$ cat src/hdl/l2_cache_defines.svh
// ========================================
// Geometry of the L2 tag pipeline.
// Addresses are line addresses and the set index is taken from the low bits.
// The way count is fixed at four because the tree LRU and the way fields are two bits.
// ========================================
`ifndef L2_CACHE_DEFINES_SVH
`define L2_CACHE_DEFINES_SVH

`define L2_NUM_WAYS 4
`define L2_WAY_WIDTH 2

`define L2_SET_INDEX_WIDTH 4
`define L2_NUM_SETS (1 << `L2_SET_INDEX_WIDTH)

`define L2_ADDR_WIDTH 26
`define L2_OFFSET_WIDTH 0
`define L2_TAG_WIDTH (`L2_ADDR_WIDTH - `L2_SET_INDEX_WIDTH)

// request payload, narrowed from the full line width.
`define L2_DATA_WIDTH 64
`define L2_MASK_WIDTH 8

`define L2_UNIT_WIDTH 2
`define L2_STRAND_WIDTH 2

`endif

$ cat src/hdl/l2_cache_pkg.sv
// ========================================
// Types shared by the L2 tag pipeline stages.
// The opcode only matters to the tag side in that op_nop never moves the LRU.
// ========================================
package l2_cache_pkg;

	// request opcodes, carried through every stage.
	typedef enum logic [2:0]
	{
		op_load = 3'd0,
		op_store = 3'd1,
		op_nop = 3'd2
	} l2_op_t;

	// state of the one-entry slot for a core request displaced by a fill.
	typedef enum logic
	{
		arb_empty = 1'b0,
		arb_held = 1'b1
	} arb_state_t;

endpackage

$ cat src/hdl/cache_lru.sv
// ========================================
// Tree pseudo-LRU for a four-way cache.
// The read is combinational; updates land on the clock edge.
// All sets reset to zero, which makes way 0 the first victim.
// ========================================
`timescale 1ns/1ps

module cache_lru
	#(parameter SET_INDEX_WIDTH = 4,
	parameter NUM_SETS = 16)
	(input logic clk,
	input logic rst,
	input logic [SET_INDEX_WIDTH-1:0] read_set,
	input logic update,
	input logic [SET_INDEX_WIDTH-1:0] update_set,
	input logic [1:0] update_way,
	output logic [1:0] lru_way);

	// bit 0 is the root, bit 1 covers ways 0 and 1, bit 2 covers ways 2 and 3.
	// each bit points toward the side that was used less recently.
	logic [2:0] tree_bits [NUM_SETS];
	logic [2:0] read_bits;
	logic [2:0] next_bits;

	assign read_bits = tree_bits[read_set];
	assign lru_way = read_bits[0] ? {1'b1, read_bits[2]} : {1'b0, read_bits[1]};

	// point the root and the touched half away from the way just used.
	always_comb
	begin
		next_bits = tree_bits[update_set];
		next_bits[0] = ~update_way[1];
		if (update_way[1])
			next_bits[2] = ~update_way[0];
		else
			next_bits[1] = ~update_way[0];
	end

	always_ff @(posedge clk)
	begin
		if (rst)
		begin
			for (int i = 0; i < NUM_SETS; i++)
				tree_bits[i] <= 3'b000;
		end
		else if (update)
		begin
			tree_bits[update_set] <= next_bits;
		end
	end

endmodule

$ cat src/hdl/l2_cache_arb.sv
// ========================================
// Arbitration stage. A fill restart always wins over a core request.
// A core request that loses is held in one slot and issued next.
// The fill source must hold fill_valid across stalled cycles.
// ========================================
`timescale 1ns/1ps
`include "l2_cache_defines.svh"

module l2_cache_arb
	(input logic clk,
	input logic rst,
	input logic stall,
	input logic clear_done,
	input logic core_valid,
	input logic [`L2_UNIT_WIDTH-1:0] core_unit,
	input logic [`L2_STRAND_WIDTH-1:0] core_strand,
	input l2_cache_pkg::l2_op_t core_op,
	input logic [`L2_ADDR_WIDTH-1:0] core_address,
	input logic [`L2_DATA_WIDTH-1:0] core_data,
	input logic [`L2_MASK_WIDTH-1:0] core_mask,
	input logic fill_valid,
	input logic [`L2_ADDR_WIDTH-1:0] fill_address,
	input logic [`L2_WAY_WIDTH-1:0] fill_way,
	input logic [`L2_DATA_WIDTH-1:0] fill_data,
	output logic core_ready,
	output logic arb_valid,
	output logic [`L2_UNIT_WIDTH-1:0] arb_unit,
	output logic [`L2_STRAND_WIDTH-1:0] arb_strand,
	output l2_cache_pkg::l2_op_t arb_op,
	output logic [`L2_ADDR_WIDTH-1:0] arb_address,
	output logic [`L2_DATA_WIDTH-1:0] arb_data,
	output logic [`L2_MASK_WIDTH-1:0] arb_mask,
	output logic arb_has_sm_data,
	output logic [`L2_DATA_WIDTH-1:0] arb_sm_data,
	output logic [`L2_WAY_WIDTH-1:0] arb_sm_fill_way);

	import l2_cache_pkg::*;

	arb_state_t slot_state;
	logic [`L2_UNIT_WIDTH-1:0] slot_unit;
	logic [`L2_STRAND_WIDTH-1:0] slot_strand;
	l2_op_t slot_op;
	logic [`L2_ADDR_WIDTH-1:0] slot_address;
	logic [`L2_DATA_WIDTH-1:0] slot_data;
	logic [`L2_MASK_WIDTH-1:0] slot_mask;
	logic slot_held;
	logic core_accept;
	logic load_slot;

	assign slot_held = slot_state == arb_held;
	assign core_ready = !stall && clear_done && !slot_held;
	assign core_accept = core_valid && core_ready;
	assign load_slot = fill_valid && core_accept;

	always_ff @(posedge clk)
	begin
		if (rst)
		begin
			slot_state <= arb_empty;
			arb_valid <= 1'b0;
		end
		else if (!stall)
		begin
			arb_valid <= fill_valid || slot_held || core_accept;
			if (load_slot)
				slot_state <= arb_held;
			else if (!fill_valid)
				slot_state <= arb_empty;
		end
	end

	always_ff @(posedge clk)
	begin
		if (load_slot)
		begin
			slot_unit <= core_unit;
			slot_strand <= core_strand;
			slot_op <= core_op;
			slot_address <= core_address;
			slot_data <= core_data;
			slot_mask <= core_mask;
		end
	end

	// core requests carry zero in the fill fields so they compare cleanly downstream.
	always_ff @(posedge clk)
	begin
		if (!stall)
		begin
			arb_has_sm_data <= fill_valid;
			arb_sm_data <= fill_valid ? fill_data : '0;
			arb_sm_fill_way <= fill_valid ? fill_way : '0;
			if (fill_valid)
			begin
				arb_unit <= '0;
				arb_strand <= '0;
				arb_op <= op_nop;
				arb_address <= fill_address;
				arb_data <= '0;
				arb_mask <= '0;
			end
			else
			begin
				arb_unit <= slot_held ? slot_unit : core_unit;
				arb_strand <= slot_held ? slot_strand : core_strand;
				arb_op <= slot_held ? slot_op : core_op;
				arb_address <= slot_held ? slot_address : core_address;
				arb_data <= slot_held ? slot_data : core_data;
				arb_mask <= slot_held ? slot_mask : core_mask;
			end
		end
	end

	// a fill offered during a stall must still be offered on the next edge.
	a_fill_held_in_stall: assert property (@(posedge clk) disable iff (rst)
		fill_valid && stall |=> fill_valid);

endmodule

$ cat src/hdl/l2_cache_hit.sv
// ========================================
// Hit stage. Compares the four tags and picks the replace way.
// The LRU update goes out as a request leaves this stage, so a
// request one or two cycles behind to the same set sees the older LRU.
// ========================================
`timescale 1ns/1ps
`include "l2_cache_defines.svh"

module l2_cache_hit
	(input logic clk,
	input logic rst,
	input logic stall,
	input logic tag_valid,
	input logic [`L2_UNIT_WIDTH-1:0] tag_unit,
	input logic [`L2_STRAND_WIDTH-1:0] tag_strand,
	input l2_cache_pkg::l2_op_t tag_op,
	input logic [`L2_ADDR_WIDTH-1:0] tag_address,
	input logic [`L2_DATA_WIDTH-1:0] tag_data,
	input logic [`L2_MASK_WIDTH-1:0] tag_mask,
	input logic tag_has_sm_data,
	input logic [`L2_DATA_WIDTH-1:0] tag_sm_data,
	input logic [`L2_WAY_WIDTH-1:0] tag_sm_fill_way,
	input logic [`L2_WAY_WIDTH-1:0] tag_lru_way,
	input logic [`L2_TAG_WIDTH-1:0] tag_tag0,
	input logic [`L2_TAG_WIDTH-1:0] tag_tag1,
	input logic [`L2_TAG_WIDTH-1:0] tag_tag2,
	input logic [`L2_TAG_WIDTH-1:0] tag_tag3,
	input logic tag_valid0,
	input logic tag_valid1,
	input logic tag_valid2,
	input logic tag_valid3,
	output logic hit_valid,
	output logic [`L2_UNIT_WIDTH-1:0] hit_unit,
	output logic [`L2_STRAND_WIDTH-1:0] hit_strand,
	output l2_cache_pkg::l2_op_t hit_op,
	output logic [`L2_ADDR_WIDTH-1:0] hit_address,
	output logic [`L2_DATA_WIDTH-1:0] hit_data,
	output logic [`L2_MASK_WIDTH-1:0] hit_mask,
	output logic hit_has_sm_data,
	output logic [`L2_DATA_WIDTH-1:0] hit_sm_data,
	output logic [`L2_WAY_WIDTH-1:0] hit_sm_fill_way,
	output logic hit_hit,
	output logic [`L2_WAY_WIDTH-1:0] hit_hit_way,
	output logic [`L2_WAY_WIDTH-1:0] hit_replace_way,
	output logic mru_update,
	output logic [`L2_SET_INDEX_WIDTH-1:0] mru_set,
	output logic [`L2_WAY_WIDTH-1:0] mru_way);

	import l2_cache_pkg::*;

	logic [`L2_TAG_WIDTH-1:0] req_tag;
	logic [`L2_NUM_WAYS-1:0] way_match;
	logic [`L2_WAY_WIDTH-1:0] match_way;
	logic [`L2_WAY_WIDTH-1:0] replace_way;

	assign req_tag = tag_address[`L2_ADDR_WIDTH-1 -: `L2_TAG_WIDTH];
	assign way_match[0] = tag_valid0 && tag_tag0 == req_tag;
	assign way_match[1] = tag_valid1 && tag_tag1 == req_tag;
	assign way_match[2] = tag_valid2 && tag_tag2 == req_tag;
	assign way_match[3] = tag_valid3 && tag_tag3 == req_tag;

	// one-hot to binary, correct only while at most one way matches.
	assign match_way = {way_match[3] | way_match[2], way_match[3] | way_match[1]};

	always_comb
	begin
		if (!tag_valid0)
			replace_way = 2'd0;
		else if (!tag_valid1)
			replace_way = 2'd1;
		else if (!tag_valid2)
			replace_way = 2'd2;
		else if (!tag_valid3)
			replace_way = 2'd3;
		else
			replace_way = tag_lru_way;
	end

	always_ff @(posedge clk)
	begin
		if (rst)
			hit_valid <= 1'b0;
		else if (!stall)
			hit_valid <= tag_valid;
	end

	always_ff @(posedge clk)
	begin
		if (!stall)
		begin
			hit_unit <= tag_unit;
			hit_strand <= tag_strand;
			hit_op <= tag_op;
			hit_address <= tag_address;
			hit_data <= tag_data;
			hit_mask <= tag_mask;
			hit_has_sm_data <= tag_has_sm_data;
			hit_sm_data <= tag_sm_data;
			hit_sm_fill_way <= tag_sm_fill_way;
			hit_hit <= |way_match;
			hit_hit_way <= match_way;
			hit_replace_way <= replace_way;
		end
	end

	assign mru_update = hit_valid && !stall && hit_op != op_nop
		&& (hit_hit || hit_has_sm_data);
	assign mru_set = hit_address[`L2_OFFSET_WIDTH +: `L2_SET_INDEX_WIDTH];
	assign mru_way = hit_has_sm_data ? hit_sm_fill_way : hit_hit_way;

	// holds only as long as fills never place a tag that is already resident in the set.
	a_one_way_match: assert property (@(posedge clk) disable iff (rst)
		tag_valid |-> $onehot0(way_match));

endmodule

$ cat src/hdl/l2_cache_tag.sv
// ========================================
// Tag stage. Reads all four ways and the LRU for the request's set.
// A fill writes its tag on the same edge it reads, so the next request sees it.
// After reset the valid bits are cleared one set per cycle until reset_done.
// ========================================
`timescale 1ns/1ps
`include "l2_cache_defines.svh"

module l2_cache_tag
	(input logic clk,
	input logic rst,
	input logic stall,
	input logic arb_valid,
	input logic [`L2_UNIT_WIDTH-1:0] arb_unit,
	input logic [`L2_STRAND_WIDTH-1:0] arb_strand,
	input l2_cache_pkg::l2_op_t arb_op,
	input logic [`L2_ADDR_WIDTH-1:0] arb_address,
	input logic [`L2_DATA_WIDTH-1:0] arb_data,
	input logic [`L2_MASK_WIDTH-1:0] arb_mask,
	input logic arb_has_sm_data,
	input logic [`L2_DATA_WIDTH-1:0] arb_sm_data,
	input logic [`L2_WAY_WIDTH-1:0] arb_sm_fill_way,
	input logic mru_update,
	input logic [`L2_SET_INDEX_WIDTH-1:0] mru_set,
	input logic [`L2_WAY_WIDTH-1:0] mru_way,
	output logic tag_valid,
	output logic [`L2_UNIT_WIDTH-1:0] tag_unit,
	output logic [`L2_STRAND_WIDTH-1:0] tag_strand,
	output l2_cache_pkg::l2_op_t tag_op,
	output logic [`L2_ADDR_WIDTH-1:0] tag_address,
	output logic [`L2_DATA_WIDTH-1:0] tag_data,
	output logic [`L2_MASK_WIDTH-1:0] tag_mask,
	output logic tag_has_sm_data,
	output logic [`L2_DATA_WIDTH-1:0] tag_sm_data,
	output logic [`L2_WAY_WIDTH-1:0] tag_sm_fill_way,
	output logic [`L2_WAY_WIDTH-1:0] tag_lru_way,
	output logic [`L2_TAG_WIDTH-1:0] tag_tag0,
	output logic [`L2_TAG_WIDTH-1:0] tag_tag1,
	output logic [`L2_TAG_WIDTH-1:0] tag_tag2,
	output logic [`L2_TAG_WIDTH-1:0] tag_tag3,
	output logic tag_valid0,
	output logic tag_valid1,
	output logic tag_valid2,
	output logic tag_valid3,
	output logic reset_done);

	logic [`L2_TAG_WIDTH-1:0] tag_mem [`L2_NUM_WAYS][`L2_NUM_SETS];
	logic valid_mem [`L2_NUM_WAYS][`L2_NUM_SETS];
	logic [`L2_SET_INDEX_WIDTH-1:0] read_set;
	logic [`L2_TAG_WIDTH-1:0] read_tag;
	logic [`L2_SET_INDEX_WIDTH-1:0] clear_set;
	logic [`L2_WAY_WIDTH-1:0] lru_way;
	logic fill_write;

	assign read_set = arb_address[`L2_OFFSET_WIDTH +: `L2_SET_INDEX_WIDTH];
	assign read_tag = arb_address[`L2_ADDR_WIDTH-1 -: `L2_TAG_WIDTH];
	assign fill_write = !stall && arb_valid && arb_has_sm_data;

	cache_lru #(
		.SET_INDEX_WIDTH(`L2_SET_INDEX_WIDTH),
		.NUM_SETS(`L2_NUM_SETS)) lru_i
	(
		.clk(clk),
		.rst(rst),
		.read_set(read_set),
		.update(mru_update),
		.update_set(mru_set),
		.update_way(mru_way),
		.lru_way(lru_way)
	);

	always_ff @(posedge clk)
	begin
		if (rst)
		begin
			clear_set <= '0;
			reset_done <= 1'b0;
		end
		else if (!reset_done)
		begin
			clear_set <= clear_set + 1'b1;
			if (&clear_set)
				reset_done <= 1'b1;
		end
	end

	always_ff @(posedge clk)
	begin
		if (!reset_done)
		begin
			for (int w = 0; w < `L2_NUM_WAYS; w++)
				valid_mem[w][clear_set] <= 1'b0;
		end
		else if (fill_write)
		begin
			valid_mem[arb_sm_fill_way][read_set] <= 1'b1;
			tag_mem[arb_sm_fill_way][read_set] <= read_tag;
		end
	end

	always_ff @(posedge clk)
	begin
		if (rst)
			tag_valid <= 1'b0;
		else if (!stall)
			tag_valid <= arb_valid;
	end

	always_ff @(posedge clk)
	begin
		if (!stall)
		begin
			tag_unit <= arb_unit;
			tag_strand <= arb_strand;
			tag_op <= arb_op;
			tag_address <= arb_address;
			tag_data <= arb_data;
			tag_mask <= arb_mask;
			tag_has_sm_data <= arb_has_sm_data;
			tag_sm_data <= arb_sm_data;
			tag_sm_fill_way <= arb_sm_fill_way;
			tag_lru_way <= lru_way;
			tag_tag0 <= tag_mem[0][read_set];
			tag_tag1 <= tag_mem[1][read_set];
			tag_tag2 <= tag_mem[2][read_set];
			tag_tag3 <= tag_mem[3][read_set];
			tag_valid0 <= valid_mem[0][read_set];
			tag_valid1 <= valid_mem[1][read_set];
			tag_valid2 <= valid_mem[2][read_set];
			tag_valid3 <= valid_mem[3][read_set];
		end
	end

	// the clear pass would wipe out a fill that landed before it finished.
	a_fill_after_clear: assert property (@(posedge clk) disable iff (rst)
		arb_valid && arb_has_sm_data |-> reset_done);

endmodule

$ cat src/hdl/l2_cache_tag_pipe.sv
// ========================================
// L2 tag pipeline, arbitration then tag read then hit compare.
// Results appear three cycles after acceptance plus one per stalled cycle.
// ========================================
`timescale 1ns/1ps
`include "l2_cache_defines.svh"

module l2_cache_tag_pipe
	(input logic clk,
	input logic rst,
	input logic stall,
	input logic core_valid,
	input logic [`L2_UNIT_WIDTH-1:0] core_unit,
	input logic [`L2_STRAND_WIDTH-1:0] core_strand,
	input l2_cache_pkg::l2_op_t core_op,
	input logic [`L2_ADDR_WIDTH-1:0] core_address,
	input logic [`L2_DATA_WIDTH-1:0] core_data,
	input logic [`L2_MASK_WIDTH-1:0] core_mask,
	input logic fill_valid,
	input logic [`L2_ADDR_WIDTH-1:0] fill_address,
	input logic [`L2_WAY_WIDTH-1:0] fill_way,
	input logic [`L2_DATA_WIDTH-1:0] fill_data,
	output logic core_ready,
	output logic hit_valid,
	output logic [`L2_UNIT_WIDTH-1:0] hit_unit,
	output logic [`L2_STRAND_WIDTH-1:0] hit_strand,
	output l2_cache_pkg::l2_op_t hit_op,
	output logic [`L2_ADDR_WIDTH-1:0] hit_address,
	output logic [`L2_DATA_WIDTH-1:0] hit_data,
	output logic [`L2_MASK_WIDTH-1:0] hit_mask,
	output logic hit_has_sm_data,
	output logic [`L2_DATA_WIDTH-1:0] hit_sm_data,
	output logic [`L2_WAY_WIDTH-1:0] hit_sm_fill_way,
	output logic hit_hit,
	output logic [`L2_WAY_WIDTH-1:0] hit_hit_way,
	output logic [`L2_WAY_WIDTH-1:0] hit_replace_way);

	import l2_cache_pkg::*;

	logic arb_valid;
	logic [`L2_UNIT_WIDTH-1:0] arb_unit;
	logic [`L2_STRAND_WIDTH-1:0] arb_strand;
	l2_op_t arb_op;
	logic [`L2_ADDR_WIDTH-1:0] arb_address;
	logic [`L2_DATA_WIDTH-1:0] arb_data;
	logic [`L2_MASK_WIDTH-1:0] arb_mask;
	logic arb_has_sm_data;
	logic [`L2_DATA_WIDTH-1:0] arb_sm_data;
	logic [`L2_WAY_WIDTH-1:0] arb_sm_fill_way;

	logic tag_valid;
	logic [`L2_UNIT_WIDTH-1:0] tag_unit;
	logic [`L2_STRAND_WIDTH-1:0] tag_strand;
	l2_op_t tag_op;
	logic [`L2_ADDR_WIDTH-1:0] tag_address;
	logic [`L2_DATA_WIDTH-1:0] tag_data;
	logic [`L2_MASK_WIDTH-1:0] tag_mask;
	logic tag_has_sm_data;
	logic [`L2_DATA_WIDTH-1:0] tag_sm_data;
	logic [`L2_WAY_WIDTH-1:0] tag_sm_fill_way;
	logic [`L2_WAY_WIDTH-1:0] tag_lru_way;
	logic [`L2_TAG_WIDTH-1:0] tag_tag0;
	logic [`L2_TAG_WIDTH-1:0] tag_tag1;
	logic [`L2_TAG_WIDTH-1:0] tag_tag2;
	logic [`L2_TAG_WIDTH-1:0] tag_tag3;
	logic tag_valid0;
	logic tag_valid1;
	logic tag_valid2;
	logic tag_valid3;

	logic mru_update;
	logic [`L2_SET_INDEX_WIDTH-1:0] mru_set;
	logic [`L2_WAY_WIDTH-1:0] mru_way;
	logic reset_done;

	// stage ports share their names with these nets.
	l2_cache_arb arb_i
	(
		.*,
		.clear_done(reset_done)
	);

	l2_cache_tag tag_i
	(
		.*
	);

	l2_cache_hit hit_i
	(
		.*
	);

endmodule

$ cat config.mk
export PLATFORM = sky130hd
export DESIGN_NAME = l2_cache_tag_pipe
export DESIGN_NICKNAME = d
export VERILOG_FILES = /design/src/hdl/l2_cache_pkg.sv /design/src/hdl/cache_lru.sv /design/src/hdl/l2_cache_arb.sv /design/src/hdl/l2_cache_hit.sv /design/src/hdl/l2_cache_tag.sv /design/src/hdl/l2_cache_tag_pipe.sv
export VERILOG_INCLUDE_DIRS = /design/src /design/src/hdl
export SDC_FILE = /design/constraint.sdc
export NUM_CORES = 2
export LEC_CHECK = 0
export ABC_AREA = 1
export BUFFER_PORTS_ARGS = -buffer_cell sky130_fd_sc_hd__buf_2
export CAP_MARGIN = 20
export CORE_ASPECT_RATIO = 0.75
export CORE_MARGIN = 3
export CORE_UTILIZATION = 55
export DETAILED_ROUTE_END_ITERATION = 16
export GPL_ROUTABILITY_DRIVEN = 0
export HOLD_SLACK_MARGIN = 0.12
export PLACE_DENSITY = 0.75
export SYNTH_ARGS = -nofsm -noshare
export SYNTH_HDL_FRONTEND = slang
export SYNTH_SLANG_ARGS = --single-unit
$ cat constraint.sdc
create_clock -name clk -period 18.9 [get_ports clk]
set_clock_uncertainty 0.2 [all_clocks]
set_input_delay 1.89 -clock clk [delete_from_list [all_inputs] [get_ports clk]]
set_output_delay 1.89 -clock clk [all_outputs]
set_load 0.005 [all_outputs]
==> Yosys cells after proc, flatten, opt, wreduce, memory -nomap -nowiden <==
Memories as Yosys holds them, arrays and structs flattened. A register that Yosys moved wholly into a read port is not among the register bits.
Cells that the tools add are included.
{ "word_totals": {"input_bits": 202, "ff_bits": 729, "ramBits": 1520, "out_inout_bits": 179, "mem_count": 3, "elab_cells": 168} }
{ "classes": {"bitwise_logic": 7, "reduce_logical": 28, "order_cmp": 4, "n_eq_ne": 8, "addsub": 1, "muxes": 65} }
{ "memory_table": {"columns": ["name", "words", "width", "rd", "rd_ports_with_merged_regs", "wr", "line", "text"], "rows": [
  ["tag_i.tag_mem", 4, 352, 4, 0, 1, "l2_cache_tag.sv:47", "logic [`L2_TAG_WIDTH-1:0] tag_mem [`L2_NUM_WAYS][`L2_NUM_SETS];"],
  ["tag_i.valid_mem", 4, 16, 4, 0, 4, "l2_cache_tag.sv:48", "logic valid_mem [`L2_NUM_WAYS][`L2_NUM_SETS];"],
  ["tag_i.lru_i.tree_bits", 16, 3, 1, 1, 16, "cache_lru.sv:21", "logic [2:0] tree_bits [NUM_SETS];"]
]} }
{ "ops": {"columns": ["op", "n"], "rows": [
  ["binary-select mux 22 bit (select 4 bit)", 4],
  ["two-way mux 352 bit", 1],
  ["two-way mux 22 bit", 9],
  ["demux 22 bit (select 4 bit)", 1],
  ["equality test 22 bit", 4],
  ["two-way mux 16 bit", 4],
  ["two-way mux 64 bit", 1],
  ["two-way mux 26 bit", 2],
  ["two-way mux 1 bit", 24],
  ["binary-select mux 1 bit (select 4 bit)", 4],
  ["OR reduction 16 bit", 1],
  ["logical AND 1 bit", 15],
  ["two-way mux 2 bit", 7],
  ["greater-or-equal comparator 5 bit (second input constant)", 2],
  ["< comparator 5 x 1 -> 1 bit (second input constant)", 2],
  ["inverter 4 -> 5 bit", 2],
  ["two-way mux 3 bit", 3],
  ["demux 1 bit (select 4 bit)", 2],
  ["two-way mux 4 bit", 2],
  ["two-way mux 8 bit", 1],
  ["AND reduction 2 bit", 4],
  ["adder 4 x 1 -> 4 bit (second input constant)", 1],
  ["AND reduction 4 bit", 1],
  ["OR reduction 4 bit", 1],
  ["8 further kinds", 15]
]} }

==> Depth between registers and ports, before layout <==
{ "depth": {"word_depth": 10, "depth_mapped": 11, "mapped_depth_nobuf": 10} }

==> By module <==
From an unflattened synthesis, not the netlist that was laid out.
{ "unflattened": {"hier_cells": 8265, "hier_area_um2": 91383.9} }
{ "modules_own_cells": {"columns": ["mod", "cells_per_inst", "area_per_inst_um2", "seq_area_each_um2", "n_inst"], "rows": [
  ["l2_cache_tag", 6489, 70829.2, 52310.2, 1],
  ["l2_cache_arb", 812, 10721.5, 8358.0, 1],
  ["l2_cache_hit", 594, 7040.5, 5335.1, 1],
  ["cache_lru", 370, 2792.7, 1441.4, 1]
]} }

==> Worst setup path after synthesis <==
No wires, ideal clock.
{ "synth_path": {"path_kind": "input to register", "startpoint": "input port stall", "endpoint": "register with a tool-made name", "setup_time_ns": 0.855, "path_stages": 3, "arrival_ns": 19.108, "n_path_buf": 1, "slack_ns": -1.264, "required_time_ns": 17.845, "path_cell_list": "inv_2 > clkbuf_1 > o21ai_0"} }
{ "synth_rtl": {"columns": ["element", "line", "text"], "rows": [
  ["start, declared", "l2_cache_tag_pipe.sv:11", "input logic stall,"]
]} }

==> Worst setup path after layout <==
{ "layout_path": {"startpoint": "input port stall", "endpoint": "memory tag_i.tag_mem[0][104] (netlist bit) (enable)"} }
{ "layout_via": {"elab_chain_len": 6} }
{ "layout_rtl": {"columns": ["element", "line", "text"], "rows": [
  ["zero test 1 bit", null, null],
  ["logical AND 1 bit (2 in series)", "l2_cache_tag.sv:57", "assign fill_write = !stall && arb_valid && arb_has_sm_data;"],
  ["two-way mux 1 bit", "l2_cache_tag.sv:94", "else if (fill_write)"],
  ["two-way mux 1 bit", "l2_cache_tag.sv:89", "if (!reset_done)"],
  ["two-way mux 352 bit (not written as such)", "l2_cache_tag.sv:97", "tag_mem[arb_sm_fill_way][read_set] <= read_tag;"],
  ["end, declared", "l2_cache_tag.sv:47", null]
]} }
No other way between the ends.

==> metrics.txt <==
status finished clean; max cap viols 0; row cnt 123; setup TNS 0 ns; num ports 381; final hold violations 0; Crit Path Max Fanout 134; Seq pwr share 0.557; DRC violations left 0; RSZ-0062 raised after global routing no; Place WS 12.52 ns; Syn Area/Cell 14.97 µm²; reg2reg start arb_i.arb_address[1]$_DFFE_PN_; Final Max Tran Viols 0; H-tree depth 4; Core Region 150700 µm²; DIE WIDTH 456.6 µm; number of synthesized flops with an enable pin 2240; Starting Density 0.5560; largest family of logic cells by synthesized area simple AND/OR/NAND/NOR gates; Hold EP tag_i.tag_sm_data[11]$_DFFE_PN_; post-synthesis sequential area ratio 0.8061; All-Layer GR Usage 0.2596; drt first pass iters 9; final core utilization 0.6292; XOR/XNOR share of the synthesized area 0.0009410; Root Buffer clkbuf_16; CP Class in -> reg; CP Data Required Time 19.14 ns; CTS buffer count 197; TritonCTS clock tree built; Simple-Gate Fraction of Synth Area 0.08485; antenna-violating nets left 0; global route total overflow 0; syn nets 5802; Ys Warns 0; compound-cell area share of the yosys netlist 0.08160; leakage 33.58 nW; Tightest Pin Transition 1.112 ns; Post-synth top flop edfxtp_1; fin crit period 5.368 ns; placed cell area 87750 µm²; Clock power frac 0.386; Setup crit end kind flop; Area growth, synth to finish 13.18%; Die Ht 344.0 µm; Worst R2R Setup Slack 14.16 ns; Min-Delay Path Depth 0; largest net degree at the start of global routing 194; Startpoint Class input port; sw frac 0.2244; Worst R2R End tag_i.tag_tag2[13]$_DFFE_PN_; post-cts sizing count 0; Final Cycle Share 0.2840; first-pass GRT wire length 302.3 mm; WL final 210.3 mm; logic gate share of total power 0.057; Slew headroom 0.2578; post-synthesis instance area 83770 µm²; Final WS setup 13.53 ns; Net Switching 2.290 mW; pwr dens 107.6 nW/µm²; Die ar. 157100 µm²; clock sink total 2253; Clock Path Buffers 3; clock slew at reported path FFs 0.07 ns; Iteration-0 DRC Markers 8018; synthesized instance count 5596; Hold Path Class reg -> reg; FF+latch count, synth 2253; Port Buffers 380; vias in the first global route 47050; Max VDD drop 0.00008950 V; worst skew pair latency 0.84 ns; # setup viols final 0; Via density 6.064; initial antenna violation count 14; # fillers 10310; Synth Area in Adders 0.0005975; multiplexer area fraction after synthesis 0.0001344; post-synthesis cell type count 30; fmax 186.3 MHz; post-cts hold buffer count 0; setup bufs post-CTS 0; # nets final 6205; WP data arrival 5.61 ns; Final Cell Area 94800 µm²; WL/cell 25.71 µm; R2R cell count 9; share of cells above drive strength 1 0.1421; hold slack 0.2086 ns; Int Pwr 7.915 mW; Detailed Place HPWL 124.5 mm; asr flop ratio synth 0; via count 49580; Hold Startpoint arb_i.arb_sm_data[11]$_SDFFCE_PN0N_
## power by group through the flow
stage               logic (mW)  registers (mW)  clock network (mW)
global route             0.627            5.69                4.18
finish                   0.583            5.68                3.94
CTS                      0.572            5.68                3.97
floorplan                0.289            5.82                   0
detailed placement       0.568            5.79                   0
global placement         0.552            5.78                   0
## cell type report
| class | instances | area [µm²] | share of cell area |
|---|---|---|---|
| Antenna cell | 14 | 35.03 | 0.0003695 |
| Multi-Input combinational cell | 2808 | 14290 | 0.1507 |
| Clock inverter | 112 | 1104 | 0.01164 |
| Inverter | 236 | 903.4 | 0.009529 |
| Clock buffer | 251 | 5194 | 0.05478 |
| Sequential cell | 2253 | 67530 | 0.7123 |
| Timing Repair Buffer | 503 | 3247 | 0.03425 |
| Tap cell | 2000 | 2502 | 0.02640 |
## cell usage in the layout (no fill, tap or decap), types with 66 or more instances in the layout
master and n:
a22oi_1 736, buf_2 379, buf_4 72, clkbuf_16 198, edfxtp_1 2240, inv_1 214, nand2_1 1186, nand4_1 93
nor2_1 376, nor2_2 66, o21ai_0 121, o21ai_1 68
## critical path, stage by stage
cell	delay [ns]
buf_2	0.16
inv_8	0.56
nand4_1	0.56
inv_2	0.50
nand3_1	0.74
nor2_2	1.13
## flip-flops by register name (all words and copies together), names as in the netlist, 48 cells and up, named ones only
signal	cells
hit_i.hit_sm_data	64
hit_i.hit_data	64
arb_i.slot_data	64
tag_i.valid_mem	64
tag_i.tag_sm_data	64
tag_i.lru_i.tree_bits	48
tag_i.tag_mem	1408
arb_i.arb_data	64
tag_i.tag_data	64
arb_i.arb_sm_data	64
## kinds of logic after synthesis
family | Yosys count
AOI/OAI and AO/OA | 993
xor gates and xnor gates | 9
adders and majority gates | 4
buffers and inverters | 535
DFF | 2253
muxes | 1
and+or+nand+nor | 1801
## worst max path at each step
stage	cells past startpoint	to	startpoint	slack, ns
after global placement	7	tag_i.tag_mem[1][133]$_DFFE_PP_	stall	12.65
after CTS	7	tag_i.tag_mem[1][142]$_DFFE_PP_	stall	13.38
final	6	tag_i.tag_mem[0][104]$_DFFE_PP_	stall	13.53
after global routing	6	tag_i.tag_mem[0][90]$_DFFE_PP_	stall	13.30
after floorplan	2	arb_i.arb_address[0]$_DFFE_PN_	stall	8.29
after detailed placement	6	tag_i.tag_mem[3][0]$_DFFE_PP_	stall	12.52
## through the flow
step                      instances  total power [mW]
after floorplan                5596             6.106
after detailed placement       7753             6.356
after global routing           8175             10.50
after CTS                      8116             10.23
after global placement         7751             6.335
final                          8177             10.21
## cell usage after synthesis (2+ instances only)
master	number	area, µm²
nor2_2	4	25.02
nand2_1	1189	4463
buf_1	25	93.84
clkbuf_1	163	611.8
a21oi_1	59	295.3
inv_1	216	810.8
nand3_1	50	250.2
inv_2	20	75.07
buf_2	106	530.5
nand4_1	93	581.8
nor2_1	444	1667
o21ai_1	68	340.3
o211ai_1	6	45.04
buf_4	5	37.54
edfxtp_1	2240	67260
ha_1	4	50.05
o21ai_0	121	605.6
nor3_1	14	70.07
or2_2	2	12.51
a22oi_1	736	5525
dfxtp_1	13	260.3
nor4_1	2	12.51
xnor2_1	9	78.83
## metal layers
layer	wire, µm	GRT usage	vias to the layer above
met5	0	0	-
met4	6541	0.09211	0
met3	26750	0.06714	359
met2	97320	0.3922	3231
met1	79660	0.3705	24400
li1	-	-	21600
(Power assumes the default switching activity.)
